### config.mk
export PLATFORM = sky130hd
export DESIGN_NAME = mm_controller
export DESIGN_NICKNAME = d
export VERILOG_FILES = /design/src/logic/mm_pkg.sv /design/src/logic/mm_command_decoder.sv /design/src/logic/operand_issuer.sv /design/src/logic/result_writeback_ctrl.sv /design/src/logic/mm_controller.sv
export SDC_FILE = /design/constraint.sdc
export NUM_CORES = 1
export LEC_CHECK = 0
export BUFFER_PORTS_ARGS = -buffer_cell sky130_fd_sc_hd__buf_4
export CAP_MARGIN = 30
export CORE_MARGIN = 1.5
export CORE_UTILIZATION = 54
export CTS_BUF_LIST = sky130_fd_sc_hd__clkbuf_4
export DETAILED_ROUTE_END_ITERATION = 7
export GPL_ROUTABILITY_DRIVEN = 0
export PLACE_DENSITY = 0.73
export SLEW_MARGIN = 20
export SYNTH_ARGS = -nofsm -noshare
export SYNTH_HDL_FRONTEND = slang
export SYNTH_SLANG_ARGS = --single-unit
### constraint.sdc
create_clock -name clk -period 5.8 [get_ports clk]
set_clock_uncertainty 0.05 [all_clocks]
set_input_delay 0.58 -clock clk [delete_from_list [all_inputs] [get_ports clk]]
set_output_delay 0.58 -clock clk [all_outputs]
set_load 0.05 [all_outputs]
### src/logic/mm_pkg.sv
// Matrix multiply controller definitions
`default_nettype none

package mm_pkg;

  // Memory address width
  localparam int ADDR_W = 32;

  // Largest matrix side handled by one job
  localparam int MAX_LEN = 256;

  // Tile side and its log2
  localparam int TILE = 4;
  localparam int TILE_SHIFT = $clog2(TILE);

  // Matrix side L up to MAX_LEN inclusive
  localparam int LEN_W = $clog2(MAX_LEN + 1);

  // Tiles along one side as T = L / TILE
  localparam int TILE_CNT_W = $clog2((MAX_LEN >> TILE_SHIFT) + 1);

  // Tile pairs per job as T * T
  localparam int PAIR_CNT_W = $clog2((MAX_LEN >> TILE_SHIFT) * (MAX_LEN >> TILE_SHIFT) + 1);

  // One job as handed in by the host
  typedef struct packed {
    logic [ADDR_W-1:0] a_base;
    logic [ADDR_W-1:0] b_base;
    logic [ADDR_W-1:0] c_base;
    logic [LEN_W-1:0]  length;
  } mm_command_t;

  // Strip instruction to an input buffer
  typedef struct packed {
    logic [ADDR_W-1:0]     addr;
    logic [LEN_W-1:0]      length;
    logic [TILE_CNT_W-1:0] repeats;
  } operand_instr_t;

  // Description of one operand stream
  typedef struct packed {
    // First strip address
    logic [ADDR_W-1:0]     base;
    // Address step from one strip to the next
    logic [ADDR_W-1:0]     stride;
    // Instructions to send in this job
    logic [PAIR_CNT_W-1:0] count;
    // Strips before the index goes back to zero
    logic [TILE_CNT_W-1:0] wrap;
    logic [LEN_W-1:0]      length;
    logic [TILE_CNT_W-1:0] repeats;
  } operand_plan_t;

  // Description of the result stream
  typedef struct packed {
    logic [ADDR_W-1:0]     c_base;
    logic [PAIR_CNT_W-1:0] tile_pairs;
  } result_plan_t;

endpackage

`default_nettype wire

### src/logic/mm_command_decoder.sv
// Command decode stage
`timescale 1ns/10ps
`default_nettype none

module mm_command_decoder (
  input  logic                  clk,
  input  logic                  reset,
  input  mm_pkg::mm_command_t   cmd,
  input  logic                  cmd_valid,
  output logic                  cmd_ready,
  input  logic                  job_end,
  output logic                  done,
  output logic                  start,
  output mm_pkg::operand_plan_t a_plan,
  output mm_pkg::operand_plan_t b_plan,
  output mm_pkg::result_plan_t  r_plan
);

  // Command held for the whole job
  mm_pkg::mm_command_t cmd_q;

  logic busy;
  logic accept;

  // Derived job sizes
  logic [mm_pkg::TILE_CNT_W-1:0] tile_cnt;
  logic [mm_pkg::PAIR_CNT_W-1:0] tile_pairs;
  logic [mm_pkg::ADDR_W-1:0]     strip_stride;

  // Only one job in flight
  assign cmd_ready = ~busy;
  assign accept = cmd_valid & cmd_ready;

  // Command register loads on acceptance
  always_ff @(posedge clk) begin
    if (accept) begin
      cmd_q <= cmd;
    end
  end

  // Busy and done levels and the start pulse
  always_ff @(posedge clk) begin
    if (reset) begin
      busy <= 1'b0;
      done <= 1'b0;
      start <= 1'b0;
    end else begin
      // Stages load their plans one cycle after acceptance
      start <= accept;
      if (accept) begin
        busy <= 1'b1;
        done <= 1'b0;
      end else if (job_end) begin
        // Last tile of C reported written
        busy <= 1'b0;
        done <= 1'b1;
      end
    end
  end

  // T = L / TILE as a shift
  assign tile_cnt = mm_pkg::TILE_CNT_W'(cmd_q.length >> mm_pkg::TILE_SHIFT);
  assign tile_pairs = mm_pkg::PAIR_CNT_W'(tile_cnt) * mm_pkg::PAIR_CNT_W'(tile_cnt);

  // One strip is TILE rows of L elements
  assign strip_stride = mm_pkg::ADDR_W'(cmd_q.length) << mm_pkg::TILE_SHIFT;

  // A strips go out once each
  // Every A strip is replayed against all T B strips
  assign a_plan.base = cmd_q.a_base;
  assign a_plan.stride = strip_stride;
  assign a_plan.count = mm_pkg::PAIR_CNT_W'(tile_cnt);
  assign a_plan.wrap = tile_cnt;
  assign a_plan.length = cmd_q.length;
  assign a_plan.repeats = tile_cnt;

  // B strips cycle once per A strip
  assign b_plan.base = cmd_q.b_base;
  assign b_plan.stride = strip_stride;
  assign b_plan.count = tile_pairs;
  assign b_plan.wrap = tile_cnt;
  assign b_plan.length = cmd_q.length;
  assign b_plan.repeats = mm_pkg::TILE_CNT_W'(1);

  // One C tile per A and B strip pair
  assign r_plan.c_base = cmd_q.c_base;
  assign r_plan.tile_pairs = tile_pairs;

endmodule

`default_nettype wire

### src/logic/operand_issuer.sv
// Operand strip issuer
`timescale 1ns/10ps
`default_nettype none

module operand_issuer (
  input  logic                   clk,
  input  logic                   reset,
  input  logic                   start,
  input  mm_pkg::operand_plan_t  plan,
  output mm_pkg::operand_instr_t instr,
  output logic                   valid,
  input  logic                   ready
);

  // Instructions still to send
  logic [mm_pkg::PAIR_CNT_W-1:0] remaining;

  // Current strip within the wrap period
  logic [mm_pkg::TILE_CNT_W-1:0] strip_idx;
  logic [mm_pkg::TILE_CNT_W-1:0] next_idx;

  // Address of the instruction on offer
  logic [mm_pkg::ADDR_W-1:0] addr_q;

  logic xfer;
  logic wrap_now;

  // Stream drains to zero then stays quiet
  assign valid = (remaining != '0);
  assign xfer = valid & ready;

  // Strip index wraps back to the first strip
  assign next_idx = strip_idx + 1'b1;
  assign wrap_now = (next_idx == plan.wrap);

  // Instruction counter and strip index
  always_ff @(posedge clk) begin
    if (reset) begin
      remaining <= '0;
      strip_idx <= '0;
    end else if (start) begin
      remaining <= plan.count;
      strip_idx <= '0;
    end else if (xfer) begin
      remaining <= remaining - 1'b1;
      if (wrap_now) begin
        strip_idx <= '0;
      end else begin
        strip_idx <= next_idx;
      end
    end
  end

  // Strip address follows the index
  always_ff @(posedge clk) begin
    if (start) begin
      addr_q <= plan.base;
    end else if (xfer) begin
      if (wrap_now) begin
        // Back to the first strip of the operand
        addr_q <= plan.base;
      end else begin
        addr_q <= addr_q + plan.stride;
      end
    end
  end

  // Length and repeats are fixed for the job
  // Plan holds steady while the job runs
  assign instr.addr = addr_q;
  assign instr.length = plan.length;
  assign instr.repeats = plan.repeats;

endmodule

`default_nettype wire

### src/logic/result_writeback_ctrl.sv
// Result tile issue and completion tracking
`timescale 1ns/10ps
`default_nettype none

module result_writeback_ctrl (
  input  logic                      clk,
  input  logic                      reset,
  input  logic                      start,
  input  mm_pkg::result_plan_t      plan,
  output logic [mm_pkg::ADDR_W-1:0] c_addr,
  output logic                      c_valid,
  input  logic                      c_ready,
  input  logic                      tile_done_valid,
  output logic                      tile_done_ready,
  output logic                      job_end
);

  // Address step between C tiles
  localparam logic [mm_pkg::ADDR_W-1:0] TILE_STEP = mm_pkg::ADDR_W'(mm_pkg::TILE * mm_pkg::TILE);

  // Tile addresses still to hand out
  logic [mm_pkg::PAIR_CNT_W-1:0] issue_left;

  // Completion reports still expected
  logic [mm_pkg::PAIR_CNT_W-1:0] done_left;

  logic [mm_pkg::ADDR_W-1:0] addr_q;

  logic c_xfer;
  logic report;

  // Issue side mirrors the operand streams
  assign c_valid = (issue_left != '0);
  assign c_xfer = c_valid & c_ready;
  assign c_addr = addr_q;

  // Accept reports only while some are outstanding
  assign tile_done_ready = (done_left != '0);
  assign report = tile_done_valid & tile_done_ready;

  // Tile issue counter
  always_ff @(posedge clk) begin
    if (reset) begin
      issue_left <= '0;
    end else if (start) begin
      issue_left <= plan.tile_pairs;
    end else if (c_xfer) begin
      issue_left <= issue_left - 1'b1;
    end
  end

  // Tile addresses in row major order
  always_ff @(posedge clk) begin
    if (start) begin
      addr_q <= plan.c_base;
    end else if (c_xfer) begin
      addr_q <= addr_q + TILE_STEP;
    end
  end

  // Completion counter runs apart from issue progress
  // Reports may overlap with later tile issues
  always_ff @(posedge clk) begin
    if (reset) begin
      done_left <= '0;
    end else if (start) begin
      done_left <= plan.tile_pairs;
    end else if (report) begin
      done_left <= done_left - 1'b1;
    end
  end

  // Job end one cycle after the final report
  always_ff @(posedge clk) begin
    if (reset) begin
      job_end <= 1'b0;
    end else if (start) begin
      // Empty job ends straight away
      job_end <= (plan.tile_pairs == '0);
    end else begin
      job_end <= report && (done_left == mm_pkg::PAIR_CNT_W'(1));
    end
  end

endmodule

`default_nettype wire

### src/logic/mm_controller.sv
// Tiled matrix multiply controller
`timescale 1ns/10ps
`default_nettype none

module mm_controller (
  input  logic                      clk,
  input  logic                      reset,

  // Host command
  input  mm_pkg::mm_command_t       cmd,
  input  logic                      cmd_valid,
  output logic                      cmd_ready,

  // A input buffer
  output mm_pkg::operand_instr_t    a_instr,
  output logic                      a_valid,
  input  logic                      a_ready,

  // B input buffer
  output mm_pkg::operand_instr_t    b_instr,
  output logic                      b_valid,
  input  logic                      b_ready,

  // Output writer tile addresses
  output logic [mm_pkg::ADDR_W-1:0] c_addr,
  output logic                      c_valid,
  input  logic                      c_ready,

  // Output writer completion reports
  input  logic                      tile_done_valid,
  output logic                      tile_done_ready,

  // Job finished level
  output logic                      done
);

  logic start;
  logic job_end;

  mm_pkg::operand_plan_t a_plan;
  mm_pkg::operand_plan_t b_plan;
  mm_pkg::result_plan_t  r_plan;

  // Decode stage owns busy and done
  mm_command_decoder decode (
    .clk       (clk),
    .reset     (reset),
    .cmd       (cmd),
    .cmd_valid (cmd_valid),
    .cmd_ready (cmd_ready),
    .job_end   (job_end),
    .done      (done),
    .start     (start),
    .a_plan    (a_plan),
    .b_plan    (b_plan),
    .r_plan    (r_plan)
  );

  // A strips
  operand_issuer a_issue (
    .clk   (clk),
    .reset (reset),
    .start (start),
    .plan  (a_plan),
    .instr (a_instr),
    .valid (a_valid),
    .ready (a_ready)
  );

  // B strips replayed per A strip
  operand_issuer b_issue (
    .clk   (clk),
    .reset (reset),
    .start (start),
    .plan  (b_plan),
    .instr (b_instr),
    .valid (b_valid),
    .ready (b_ready)
  );

  // C tiles and completion count
  result_writeback_ctrl result (
    .clk             (clk),
    .reset           (reset),
    .start           (start),
    .plan            (r_plan),
    .c_addr          (c_addr),
    .c_valid         (c_valid),
    .c_ready         (c_ready),
    .tile_done_valid (tile_done_valid),
    .tile_done_ready (tile_done_ready),
    .job_end         (job_end)
  );

endmodule

`default_nettype wire

==> impl_metrics.csv <==
group,metric,value,unit
timing,fin_crit,4.62,ns
outcome,violations,"design-rule violations",
global_route,grt_max_degree,92,
synth,synthMuxAreaShare,0.0176,
global_route,grt_antenna_before_repair,1,
clock_tree,h-tree-depth,3,
critical_path,start_kind,"flop",
power_and_ir_drop,power.density,426,nW/um^2
global_route,first_global_vias,11500,
clock_tree,clock_path_buffers,3,
critical_path,critPathMostFrequentCell,"inv_1",
synth,synthDistinctLibCells,72,
critical_path,cp_num_cells,18,
clock_tree,cts.sinks,271,
floorplanning,die_h,167,um
synth,syn-cell-area,14500,um^2
timing,final.setup.tns,0,ns
final_layout,drive_above_1_share,0.238,
floorplanning,core_area,26200,um^2
timing,rsz0062_at_grt,"false",
floorplanning,die_w,167,um
clock_tree,ctsResizeCount,0,
final_layout,fin_nets,1845,
synth,avgSynthCellArea,10.7,um^2
synth,yosys.area_share.simple,0.145,
critical_path,crit_chain,"buf_4, nand2_1, xor2_1, ha_1, inv_1, fa_1, inv_1, fa_1, inv_1, fa_1, inv_1, ha_1, inv_1, a221oi_1, o21a_1, or3_1, a21oi_1, a311oi_1",
outcome,status,"finished with violations",
timing,max-slew-margin-rel,0.377,
clock_tree,clk_latency,0.67,ns
critical_path,cp_top_family,"adder cells",
critical_path,worst-path-buf-inv,6,
critical_path,worstSetupEndpointType,"flop",
timing,report.final.slew_viol_count,0,
clock_tree,numCtsBuffers,71,
final_layout,area_growth,24.4,%
clock_tree,clkTransAtPathRegs,0.07,ns
synth,synth_xor_area_frac,0.0772,
critical_path,worst_r2r_path_depth,18,
timing,setup_viol,0,
synth,synth_top_family_by_area,"simple AND/OR/NAND/NOR gates",
floorplanning,num_rows,59,
floorplanning,ioPinCount,246,
clock_tree,cts_tree,"done",
critical_path,crit_required,6.24,ns
routing,viasPerCell,5.56,
clock_tree,root_buffer,"clkbuf_4",
routing,post_drt_wl_per_cell,17.6,um
critical_path,cp_slowest_stage_delay,0.54,ns
routing,vias,11400,
timing,period_share,0.796,
final_layout,multi_input_area,6340,um^2
routing,finalWirelength,36.1,mm
place,io_buffers,238,
floorplanning,start_util,0.552,
synth,yosys_warnings,0,
synth,async_reset_ff_frac,0,
place,place_ws,1.24,ns
synth,ys_ff_latch,271,
synth,synth_ff_type,"edfxtp_1",
global_route,grtUsageTotal,0.259,
job,drv_cap,0,
place,dpl.hpwl,23.9,mm
power_and_ir_drop,p_leak,7.13,nW
routing,route.detailed.drc,7,
synth,ys_top_cells_by_area,"edfxtp_1, dfxtp_1, xnor2_1",
final_layout,seq_area,7440,um^2
min_path,hold_path.class,"input pin to flop",
timing,postLayoutSetupSlackWorst,1.18,ns
critical_path,cp.arrival,5.05,ns
timing,fmax,217,MHz
routing,antenna_left,0,
synth,yosysTopAreaCell,"edfxtp_1",
critical_path,cpMaxStageDelayCell,"fa_1",
synth,synth_compound_area_frac,0.132,
critical_path,crit_type,"flop to flop",
synth,synth_enable_flop_cells,201,
synth,synthCells,1348,
routing,dr.pass1.iters,8,
critical_path,path_max_fanout,14,
final_layout,final_util,0.687,
final_layout,fillers,1994,
synth,ys_seq_area_frac,0.514,
floorplanning,die_area,27800,um^2
global_route,grt_overflow,0,
global_route,grt_pass1_wl,57.9,mm
min_path,hold_depth,1,
timing,hold_viol,0,
timing,tightestPinTransition,0.935,ns
power_and_ir_drop,p_total,7.68,mW
routing,drt_iter0_markers,866,
synth,synthAdderAreaFrac,0.0635,
synth,synth_top_area_frac,0.417,
power_and_ir_drop,peakVddDrop,327,uV
## what timing repair did
action                                  4_1_cts  5_1_grt
endpoints found under the hold margin        65        1
hold buffers                                 65        1
endpoints found under the setup margin        0        0
buffers inserted                              0        0
## kinds of logic after synthesis
logic type	count (synthesis)
XOR/XNOR	126
multiplexers	20
other	2
AO/OA/AOI/OAI	296
adder cells (fa/ha/maj)	65
flip-flops	271
AND/OR/NAND/NOR	417
buffers and inverters	151
## cells in the final DEF, fill, tap and decap left out, drive strengths merged, types with 28 or more instances in the layout
cell type and count:
buf 258, edfxtp 201, nor2 109, clkbuf 107, nand2 89, a21oi 81, xnor2 79, o21ai 75
dfxtp 70, inv 70, dlygate4sd3 66, ha 51, xor2 46, nand3 45, nor3 28
## cell usage after synthesis (all sizes together), types with 14 or more instances
library cell / n
o21ai: 75
inv: 69
a21oi: 81
a21o: 18
and2: 23
mux2: 17
xor2: 46
edfxtp: 201
buf: 44
dfxtp: 70
nor2: 109
nor3: 28
and3: 14
nor4: 17
xnor2: 79
clkbuf: 38
nor2b: 16
a211oi: 22
nand4: 18
or3: 22
nand2: 89
a31oi: 19
nand3: 45
fa: 14
ha: 51
## sequential cells by signal, summed over array words and instances (netlist names), 7 cells and up
name and cells:
a_issue.addr_q 32, a_issue.remaining 13, a_issue.strip_idx 7, b_issue.addr_q 32, b_issue.remaining 13, b_issue.strip_idx 7, decode.a_plan 41, decode.b_plan 32
decode.r_plan 32, result.c_addr 32, result.done_left 13, result.issue_left 13
## where the power goes
part / total (mW) / switching, mW / leakage, nW / internal [mW]
Combinational: 3.11 / 1.96 / 4.06 / 1.15
Clock: 1.71 / 0.785 / 0.549 / 0.930
Sequential: 2.85 / 0.316 / 2.52 / 2.53
Total: 7.68 / 3.06 / 7.13 / 4.62
## stage by stage
step / cells / hold WS (ns) / instance area, um^2
final: 2051 / 0.0348 / 18000
after global routing: 2051 / 0.00324 / 18000
after CTS: 2048 / 0.00154 / 18000
after detailed placement: 1863 / 0.420 / 16400
after global placement: 1862 / 0.415 / 16400
after floorplan: 1353 / 0.399 / 14500
## layout make-up
cell class                 count  area share
inverter                      69      0.0145
timing repair buffer         324       0.145
sequential                   271       0.413
clock inverter                13     0.00633
tap                          335      0.0233
clock buffer                 107      0.0446
multi-input combinational    931       0.352
antenna                        1    0.000139
## per-layer routing
metal  wire (um)  GRT usage  part of all wire
met1       14700      0.312              0.41
met2       18300      0.456              0.51
met3        2330     0.0649             0.065
met4         731     0.0802             0.020
met5           0          0                 0
## final timing paths
check                    from  slack, ns                   to
max          decode.a_plan[6]       1.18  result.done_left[8]
min                   cmd[94]       0.03    decode.a_plan[89]
max reg2reg  decode.a_plan[6]       1.18  result.done_left[8]
min reg2reg       decode.busy       0.43          decode.busy
No activity file was read; power rests on OpenSTA's default activity.
